File: src/common/cp0_arch_pkg.sv
package cp0_arch_pkg;

    typedef logic [31:0] word_t;

    localparam int EXT_INT_W = 6;  // Hardware interrupt lines

    // Register selects are the {rd, sel} pair of mtc0/mfc0
    typedef enum logic [7:0] {
        REG_BADVADDR = 8'h40,  // rd 8, sel 0
        REG_COUNT    = 8'h48,  // rd 9, sel 0
        REG_COMPARE  = 8'h58,  // rd 11, sel 0
        REG_STATUS   = 8'h60,  // rd 12, sel 0
        REG_CAUSE    = 8'h68,  // rd 13, sel 0
        REG_EPC      = 8'h70,  // rd 14, sel 0
        REG_NONE     = 8'hff   // Any address that is not kept
    } cp0_reg_e;

    // Values are the Cause.ExcCode encodings
    typedef enum logic [4:0] {
        EXC_INT  = 5'd0,
        EXC_ADEL = 5'd4,   // Load or fetch address error
        EXC_ADES = 5'd5,   // Store address error
        EXC_SYS  = 5'd8,
        EXC_BP   = 5'd9,
        EXC_RI   = 5'd10,
        EXC_OV   = 5'd12,
        EXC_TRAP = 5'd13
    } exc_code_e;

    // Status fields
    localparam int IM_MSB  = 15;
    localparam int IM_LSB  = 8;
    localparam int EXL_BIT = 1;
    localparam int IE_BIT  = 0;

    // Cause fields
    localparam int BD_BIT    = 31;
    localparam int TI_BIT    = 30;
    localparam int IP_MSB    = 15;
    localparam int IP_LSB    = 8;
    localparam int IP_SW_MSB = 9;  // Software interrupt bits
    localparam int IP_SW_LSB = 8;
    localparam int EXC_MSB   = 6;
    localparam int EXC_LSB   = 2;

endpackage

File: src/common/cp0_bus_pkg.sv
package cp0_bus_pkg;

    import cp0_arch_pkg::*;

    // Wishbone classic request from the master
    typedef struct packed {
        logic       cyc;
        logic       stb;
        logic       we;
        logic [7:0] adr;  // {rd, sel}
        word_t      dat;
    } wb_req_t;

    // Register write issued by the bus port
    typedef struct packed {
        logic     valid;
        cp0_reg_e sel;
        word_t    data;
    } reg_wr_t;

    // Exception and ERET sideband from the pipeline
    typedef struct packed {
        logic      exc_valid;
        logic      eret;
        exc_code_e code;
        logic      bd;    // Instruction sits in a delay slot
        word_t     pc;
        word_t     addr;  // Faulting data address
    } exc_event_t;

    // Commit record handed from stage 1 to the register bank
    typedef struct packed {
        logic      exc;
        logic      eret;
        exc_code_e code;
        logic      bd_we;
        logic      bd;
        logic      epc_we;
        word_t     epc;
        logic      bva_we;
        word_t     bva;
    } exc_commit_t;

    typedef struct packed {
        logic       ie;
        logic       exl;
        logic [7:0] im;
        logic [7:0] ip;
        logic       ti;
        word_t      epc;
    } cp0_state_t;

endpackage

File: src/logic/cp0_bus_port.sv
`timescale 1ns/100ps

module cp0_bus_port import cp0_arch_pkg::*, cp0_bus_pkg::*; (
    input  logic     clk,
    input  logic     reset,
    input  wb_req_t  wb,
    input  word_t    rd_data,
    output cp0_reg_e rd_sel,
    output reg_wr_t  wr,
    output word_t    wb_dat_o,
    output logic     wb_ack
);

    logic req_new;

    // A request is new until it has been acked
    assign req_new = wb.cyc && wb.stb && !wb_ack;

    always_comb begin
        case (wb.adr)
            REG_BADVADDR,
            REG_COUNT,
            REG_COMPARE,
            REG_STATUS,
            REG_CAUSE,
            REG_EPC:  rd_sel = cp0_reg_e'(wb.adr);
            default:  rd_sel = REG_NONE;  // Dropped registers read zero
        endcase
    end

    always_comb begin
        wr.valid = req_new && wb.we;  // One write per request
        wr.sel   = rd_sel;
        wr.data  = wb.dat;
    end

    always_ff @(posedge clk) begin
        if (reset) begin
            wb_ack <= 1'b0;
        end else begin
            wb_ack <= req_new;  // Single cycle ack
        end
    end

    // Read word holds until the next read
    always_ff @(posedge clk) begin
        if (req_new && !wb.we) begin
            wb_dat_o <= rd_data;
        end
    end

endmodule

File: src/logic/cp0_exc_commit.sv
`timescale 1ns/100ps

module cp0_exc_commit import cp0_arch_pkg::*, cp0_bus_pkg::*; (
    input  logic        clk,
    input  logic        reset,
    input  exc_event_t  ev,
    input  logic        exl,
    output exc_commit_t commit,
    output logic        eret_flush
);

    logic        take_exc;
    logic        take_eret;
    logic        exl_ahead;
    logic        pc_misaligned;
    exc_commit_t commit_d;

    assign take_exc  = ev.exc_valid;
    assign take_eret = ev.eret && !ev.exc_valid;  // Exception wins over ERET

    // EXL as it will be once the record already in stage 2 lands
    assign exl_ahead = commit.exc ? 1'b1 : (commit.eret ? 1'b0 : exl);

    assign pc_misaligned = (ev.pc[1:0] != 2'b00);

    always_comb begin
        commit_d.exc    = take_exc;
        commit_d.eret   = take_eret;
        commit_d.code   = ev.code;
        commit_d.bd_we  = take_exc && !exl_ahead;  // Nested exceptions keep EPC and BD
        commit_d.bd     = ev.bd;
        commit_d.epc_we = take_exc && !exl_ahead;
        commit_d.epc    = ev.bd ? ev.pc - 32'd4 : ev.pc;  // Point back at the branch
        commit_d.bva_we = 1'b0;
        commit_d.bva    = ev.addr;
        if (take_exc) begin
            case (ev.code)
                EXC_ADEL: begin
                    commit_d.bva_we = 1'b1;
                    if (pc_misaligned) begin
                        commit_d.bva = ev.pc;  // Fetch from a bad pc
                    end
                end
                EXC_ADES: commit_d.bva_we = 1'b1;
                default:  commit_d.bva_we = 1'b0;
            endcase
        end
    end

    always_ff @(posedge clk) begin
        commit <= commit_d;
        if (reset) begin
            commit.exc    <= 1'b0;
            commit.eret   <= 1'b0;
            commit.bd_we  <= 1'b0;
            commit.epc_we <= 1'b0;
            commit.bva_we <= 1'b0;
        end
    end

    always_ff @(posedge clk) begin
        if (reset) begin
            eret_flush <= 1'b0;
        end else begin
            eret_flush <= take_eret;  // Flush pulse for the pipeline
        end
    end

endmodule

File: src/logic/cp0_top.sv
`timescale 1ns/100ps

module cp0_top import cp0_arch_pkg::*, cp0_bus_pkg::*; #(
    parameter word_t COMPARE_RESET = 32'h000155cc
) (
    input  logic                 clk,
    input  logic                 reset,
    input  wb_req_t              wb,
    output word_t                wb_dat_o,
    output logic                 wb_ack,
    input  exc_event_t           ev,
    input  logic [EXT_INT_W-1:0] ext_int,
    output cp0_state_t           state,
    output logic                 eret_flush
);

    cp0_reg_e    rd_sel;
    word_t       rd_data;
    reg_wr_t     wr;
    exc_commit_t commit;
    word_t       count;
    word_t       compare;
    logic        ti;

    // Stage 1, bus side
    cp0_bus_port u_bus_port (
        .clk      (clk),
        .reset    (reset),
        .wb       (wb),
        .rd_data  (rd_data),
        .rd_sel   (rd_sel),
        .wr       (wr),
        .wb_dat_o (wb_dat_o),
        .wb_ack   (wb_ack)
    );

    // Stage 1, exception side
    cp0_exc_commit u_exc_commit (
        .clk        (clk),
        .reset      (reset),
        .ev         (ev),
        .exl        (state.exl),
        .commit     (commit),
        .eret_flush (eret_flush)
    );

    cp0_timer #(
        .COMPARE_RESET (COMPARE_RESET)
    ) u_timer (
        .clk     (clk),
        .reset   (reset),
        .wr      (wr),
        .count   (count),
        .compare (compare),
        .ti      (ti)
    );

    cp0_regfile u_regfile (
        .clk     (clk),
        .reset   (reset),
        .wr      (wr),
        .commit  (commit),
        .ext_int (ext_int),
        .ti      (ti),
        .count   (count),
        .compare (compare),
        .rd_sel  (rd_sel),
        .rd_data (rd_data),
        .state   (state)
    );

endmodule

File: src/regfile/cp0_regfile.sv
`timescale 1ns/100ps

module cp0_regfile import cp0_arch_pkg::*, cp0_bus_pkg::*; (
    input  logic                 clk,
    input  logic                 reset,
    input  reg_wr_t              wr,
    input  exc_commit_t          commit,
    input  logic [EXT_INT_W-1:0] ext_int,
    input  logic                 ti,
    input  word_t                count,
    input  word_t                compare,
    input  cp0_reg_e             rd_sel,
    output word_t                rd_data,
    output cp0_state_t           state
);

    logic [7:0] im;
    logic       exl;
    logic       ie;
    logic       bd;
    logic [5:0] ip_hw;  // IP7..IP2
    logic [1:0] ip_sw;  // IP1..IP0
    exc_code_e  exc_code;
    word_t      epc;
    word_t      bva;
    logic       wr_status;
    logic       wr_cause;
    logic       wr_epc;
    word_t      status_w;
    word_t      cause_w;

    assign wr_status = wr.valid && (wr.sel == REG_STATUS);
    assign wr_cause  = wr.valid && (wr.sel == REG_CAUSE);
    assign wr_epc    = wr.valid && (wr.sel == REG_EPC);

    always_ff @(posedge clk) begin
        if (reset) begin
            im <= '0;
            ie <= 1'b0;
        end else if (wr_status) begin
            im <= wr.data[IM_MSB:IM_LSB];
            ie <= wr.data[IE_BIT];
        end
    end

    always_ff @(posedge clk) begin
        if (reset) begin
            exl <= 1'b0;
        end else if (commit.exc) begin
            exl <= 1'b1;
        end else if (commit.eret) begin
            exl <= 1'b0;
        end else if (wr_status) begin
            exl <= wr.data[EXL_BIT];
        end
    end

    always_ff @(posedge clk) begin
        if (reset) begin
            bd       <= 1'b0;
            exc_code <= EXC_INT;
        end else begin
            if (commit.bd_we) begin
                bd <= commit.bd;
            end
            if (commit.exc) begin
                exc_code <= commit.code;  // Updated even inside a handler
            end
        end
    end

    // Hardware lines sampled every edge, timer shares IP7
    always_ff @(posedge clk) begin
        if (reset) begin
            ip_hw <= '0;
        end else begin
            ip_hw <= {ext_int[5] | ti, ext_int[4:0]};
        end
    end

    always_ff @(posedge clk) begin
        if (reset) begin
            ip_sw <= '0;
        end else if (wr_cause) begin
            ip_sw <= wr.data[IP_SW_MSB:IP_SW_LSB];
        end
    end

    always_ff @(posedge clk) begin
        if (reset) begin
            epc <= '0;
        end else if (commit.epc_we) begin
            epc <= commit.epc;  // Commit beats a software write
        end else if (wr_epc) begin
            epc <= wr.data;
        end
    end

    always_ff @(posedge clk) begin
        if (reset) begin
            bva <= '0;
        end else if (commit.bva_we) begin
            bva <= commit.bva;
        end
    end

    always_comb begin
        status_w                 = '0;
        status_w[IM_MSB:IM_LSB]  = im;
        status_w[EXL_BIT]        = exl;
        status_w[IE_BIT]         = ie;
        cause_w                  = '0;
        cause_w[BD_BIT]          = bd;
        cause_w[TI_BIT]          = ti;
        cause_w[IP_MSB:IP_LSB]   = {ip_hw, ip_sw};
        cause_w[EXC_MSB:EXC_LSB] = exc_code;
    end

    always_comb begin
        case (rd_sel)
            REG_BADVADDR: rd_data = bva;
            REG_COUNT:    rd_data = count;
            REG_COMPARE:  rd_data = compare;
            REG_STATUS:   rd_data = status_w;
            REG_CAUSE:    rd_data = cause_w;
            REG_EPC:      rd_data = epc;
            default:      rd_data = '0;
        endcase
    end

    always_comb begin
        state.ie  = ie;
        state.exl = exl;
        state.im  = im;
        state.ip  = {ip_hw, ip_sw};
        state.ti  = ti;
        state.epc = epc;
    end

endmodule

File: src/timer/cp0_timer.sv
`timescale 1ns/100ps

module cp0_timer import cp0_arch_pkg::*, cp0_bus_pkg::*; #(
    parameter word_t COMPARE_RESET = 32'h000155cc
) (
    input  logic    clk,
    input  logic    reset,
    input  reg_wr_t wr,
    output word_t   count,
    output word_t   compare,
    output logic    ti
);

    logic tick;
    logic wr_count;
    logic wr_compare;

    assign wr_count   = wr.valid && (wr.sel == REG_COUNT);
    assign wr_compare = wr.valid && (wr.sel == REG_COMPARE);

    always_ff @(posedge clk) begin
        if (reset) begin
            tick <= 1'b0;
        end else begin
            tick <= ~tick;  // Count runs at half the clock rate
        end
    end

    always_ff @(posedge clk) begin
        if (reset) begin
            count <= '0;
        end else if (wr_count) begin
            count <= wr.data;  // Software write beats the increment
        end else if (tick) begin
            count <= count + 32'd1;
        end
    end

    always_ff @(posedge clk) begin
        if (reset) begin
            compare <= COMPARE_RESET;
        end else if (wr_compare) begin
            compare <= wr.data;
        end
    end

    always_ff @(posedge clk) begin
        if (reset) begin
            ti <= 1'b0;
        end else if (wr_compare) begin
            ti <= 1'b0;  // Writing Compare acknowledges the timer
        end else if (count == compare) begin
            ti <= 1'b1;
        end
    end

endmodule
File: config.mk
export PLATFORM = sky130hd
export DESIGN_NAME = cp0_top
export DESIGN_NICKNAME = d
export VERILOG_FILES = /design/src/common/cp0_arch_pkg.sv /design/src/common/cp0_bus_pkg.sv /design/src/logic/cp0_bus_port.sv /design/src/logic/cp0_exc_commit.sv /design/src/logic/cp0_top.sv /design/src/regfile/cp0_regfile.sv /design/src/timer/cp0_timer.sv
export SDC_FILE = /design/constraint.sdc
export NUM_CORES = 1
export LEC_CHECK = 0
export BUFFER_PORTS_ARGS = -buffer_cell sky130_fd_sc_hd__buf_2
export CAP_MARGIN = 10
export CORE_ASPECT_RATIO = 0.5
export CORE_MARGIN = 2
export CORE_UTILIZATION = 30
export DETAILED_ROUTE_END_ITERATION = 6
export PLACE_DENSITY = 0.51
export SYNTH_ARGS = -nofsm -noshare
export SYNTH_HDL_FRONTEND = slang
export SYNTH_SLANG_ARGS = --single-unit
export TNS_END_PERCENT = 5
File: constraint.sdc
create_clock -name clk -period 2.1 [get_ports clk]
set_input_delay 0.315 -clock clk [delete_from_list [all_inputs] [get_ports clk]]
set_output_delay 0.315 -clock clk [all_outputs]
set_load 0.02 [all_outputs]
==> results.yml <==
power:
  power_frac_clock_pct: 43.7
  p_comb_share_pct: 8.1
  switchingPower_w: 0.00258
  pwr-share-seq_pct: 48.2
  peakVddDrop_mv: 0.422
  p_int_w: 0.00837
  p_leak_nw: 6.00
  power.share.switching_pct: 23.6
  cellPowerDensity_nw_per_um2: 731
floorplanning:
  ios: 208
  die_w_um: 280
  die_h_um: 142
  fp.coreArea_um2: 37400
  start_util_pct: 30.5
  die_area_um2: 39600
  core.rowCount: 50
sta:
  timing.fmax_ghz: 0.488
  worst_slew_pin_slew_ns: 0.647
  layout_setup_ws_ns: 0.0511
  skew_ns: 0.0140
  setup_viol_count_final: 0
  fin_crit_ns: 2.05
  hold_viol_final: 0
  timing.final.crit_share_pct: 97.6
  tns_ns: 0
  drv_slew: 0
  relSlewSlack_pct: 56.8
global_route:
  grt_max_degree: 65
  grt_pass1_wl_mm: 58.6
  grtUsageTotal_pct: 19.3
  grt_overflow: 0
  grt_pass1_vias: 9602
  antenna_found_initial: 1
logic_synthesis:
  seq_area_frac_synth_pct: 48.7
  syn_area_um2: 11400
  synth_nets: 1269
  yosysWarningCount: 0
  synth_commonest_cells: "229 x dfxtp_1, 144 x nor2_1, 132 x nand2_1"
  post-synth-top-area-fraction_pct: 40.2
  ys_seq_elements: 261
  ys.flop_type: "dfxtp_1"
  async_reset_ff_share_pct: 0
  netlist_top_cells_area: "dfxtp_1 40%, mux2i_1 9.0%, edfxtp_1 8.4%"
  synth_cells: 1144
  yosysMostFrequentCell: "dfxtp_1"
  yosysTopAreaCell: "dfxtp_1"
  ys_types: 59
  avgSynthCellArea_um2: 9.96
  synth_edf_count: 32
worst_setup_path:
  critical_path_peak_fanout: 10
  path_class: "in -> reg"
  crit_path_start_kind: "input port"
  max_stage_delay_ns: 0.52
  cp_cell_sequence: "dlygate4sd3_1 > buf_2 > or4b_4 > nor3b_2 > buf_4 > o21a_4 > clkbuf_16 > mux2_2"
  cp.required_ns: 2.53
  worstPathArrival_ns: 2.48
  cp_num_buf_inv: 4
  end_kind: "register"
  slowest_stage: "dlygate4sd3_1"
  crit_family: "buffers and inverters"
  reg2reg_slack_ns: 0.20
cells_and_area:
  fill_cells: 3718
  seq_area_um2: 5550
  diodes: 0
  nets: 1564
  final_layout_size_suffix_gt1_share_pct: 29.2
  multi_input_area_um2: 5530
  area_growth_pct: 31.4
worst_hold_path:
  min_path_type: "in -> reg"
clocking:
  clock-sinks: 261
  insertion_delay_ns: 0.55
  clk_pin_slew_ns: 0.06
  clock_tree.root_cell: "clkbuf_16"
  cts_tree: "built"
  htree_num_levels: 1
  cts_made_buffers: 27
  cts_max_path_buffers: 3
placement:
  dp_hpwl_mm: 28.6
  place_worst_setup_slack_ns: -0.202
  io_buffer_count: 207
  place.gp.congestion: 0.861
route:
  wl_per_cell_um: 20.2
  num_vias: 9674
  drtIter0Drc: 671
  routed_wl_mm: 39.4
  drtPass1Iterations: 5
  vias_per_cell: 4.95
  final_antenna_net_count: 0
  remaining_drc_errors: 0
status:
  status: "completed"
flow_run:
  maxCapViolations: 0
==> stage by stage <==
stage / std cells / area (um^2) / hold slack (ns) / total power [W] / util (%)
after floorplan: 1144 / 11400 / 0.343 / 0.00574 / -
after global placement: 1862 / 13600 / 0.430 / 0.00619 / 36.5
after detailed placement: 1862 / 13600 / 0.440 / 0.00620 / 36.5
after CTS: 1951 / 14900 / 0.000734 / 0.0111 / 39.9
after global routing: 1953 / 15000 / 0.00534 / 0.0113 / 40.0
final: 1953 / 15000 / 0.0124 / 0.0109 / 40.0
==> placed cells by master, fill, tap and decap left out, types with 11 or more instances in the layout <==
cell / Yosys / layout
a211oi_1: 30 / 30
a21oi_1: 46 / 46
a22oi_1: 15 / 15
buf_12: 0 / 17
buf_2: 14 / 206
buf_4: 3 / 78
clkbuf_16: 0 / 29
dfxtp_1: 229 / 227
dlygate4sd3_1: 0 / 40
edfxtp_1: 32 / 32
mux2_2: 58 / 58
mux2i_1: 102 / 102
nand2_1: 132 / 132
nand3b_1: 11 / 11
nand4_1: 23 / 23
nor2_1: 144 / 142
nor3_1: 20 / 20
xnor2_1: 45 / 45
xor2_1: 44 / 44
==> layer usage <==
| layer | GRT usage (%) | vias up | wire length [um] |
|---|---|---|---|
| met2 | 31.8 | 282 | 18500 |
| met3 | 3.01 | 63 | 2200 |
| met1 | 26.5 | 4715 | 17800 |
| li1 | - | 4614 | - |
| met5 | 0 | - | 0 |
| met4 | 5.04 | 0 | 949 |
==> cells by family (layout without fill, tap and decap cells) <==
kind of cell,after synthesis,count (layout),share of synthesized area (%)
fa+ha+maj,2,2,0.220
buf+inv,82,397,3.15
mux,170,170,15.7
xor+xnor,89,89,6.84
compound gates,132,132,7.84
flops,261,261,48.7
simple gates,408,408,17.6
==> power by group through the flow <==
stage	combinational (W)	clock, W	sequential, W
finish	0.000886	0.00479	0.00527
global route	0.000943	0.00509	0.00528
CTS	0.000881	0.00490	0.00527
detailed placement	0.000818	0	0.00538
global placement	0.000808	0	0.00538
floorplan	0.000333	0	0.00541
==> sequential cells by signal, indices dropped and copies added, names as in the netlist <==
register and flops:
u_regfile.epc 32, u_regfile.exl 1, u_regfile.bd 1, u_regfile.im 8, u_timer.ti 1, u_bus_port.wb_ack 1, u_regfile.ip_hw 6, u_regfile.ip_sw 2
u_timer.compare 32, u_timer.tick 1, u_exc_commit.commit 74, u_timer.count 32, u_bus_port.wb_dat_o 32, u_regfile.bva 32, u_regfile.ie 1, u_regfile.exc_code 5
==> final cells by class <==
type,instances,area share [%]
clock buffer,43,5.46
clock inverter,6,0.393
inverter,6,0.150
multi-input combinational,801,36.9
sequential,261,37.1
tap,494,4.13
timing repair buffer,342,15.9
==> path summary, 6_finish.rpt <==
kind / start / to / depth (start not counted)
max: ev[67] / u_exc_commit.commit[5] / 8
min: ev[54] / u_exc_commit.commit[55] / 2
max reg2reg: u_timer.count[16] / u_timer.count[30] / 5
min reg2reg: u_exc_commit.commit[7] / u_regfile.bva[7] / 2
==> repair_timing <==
action,in CTS,in global routing
gates resized for setup,0,3
endpoints found under the hold margin,40,0
hold buffers,40,0
buffers inserted,0,1
endpoints found under the setup margin,0,33
Power figures use the tool's default switching activity.
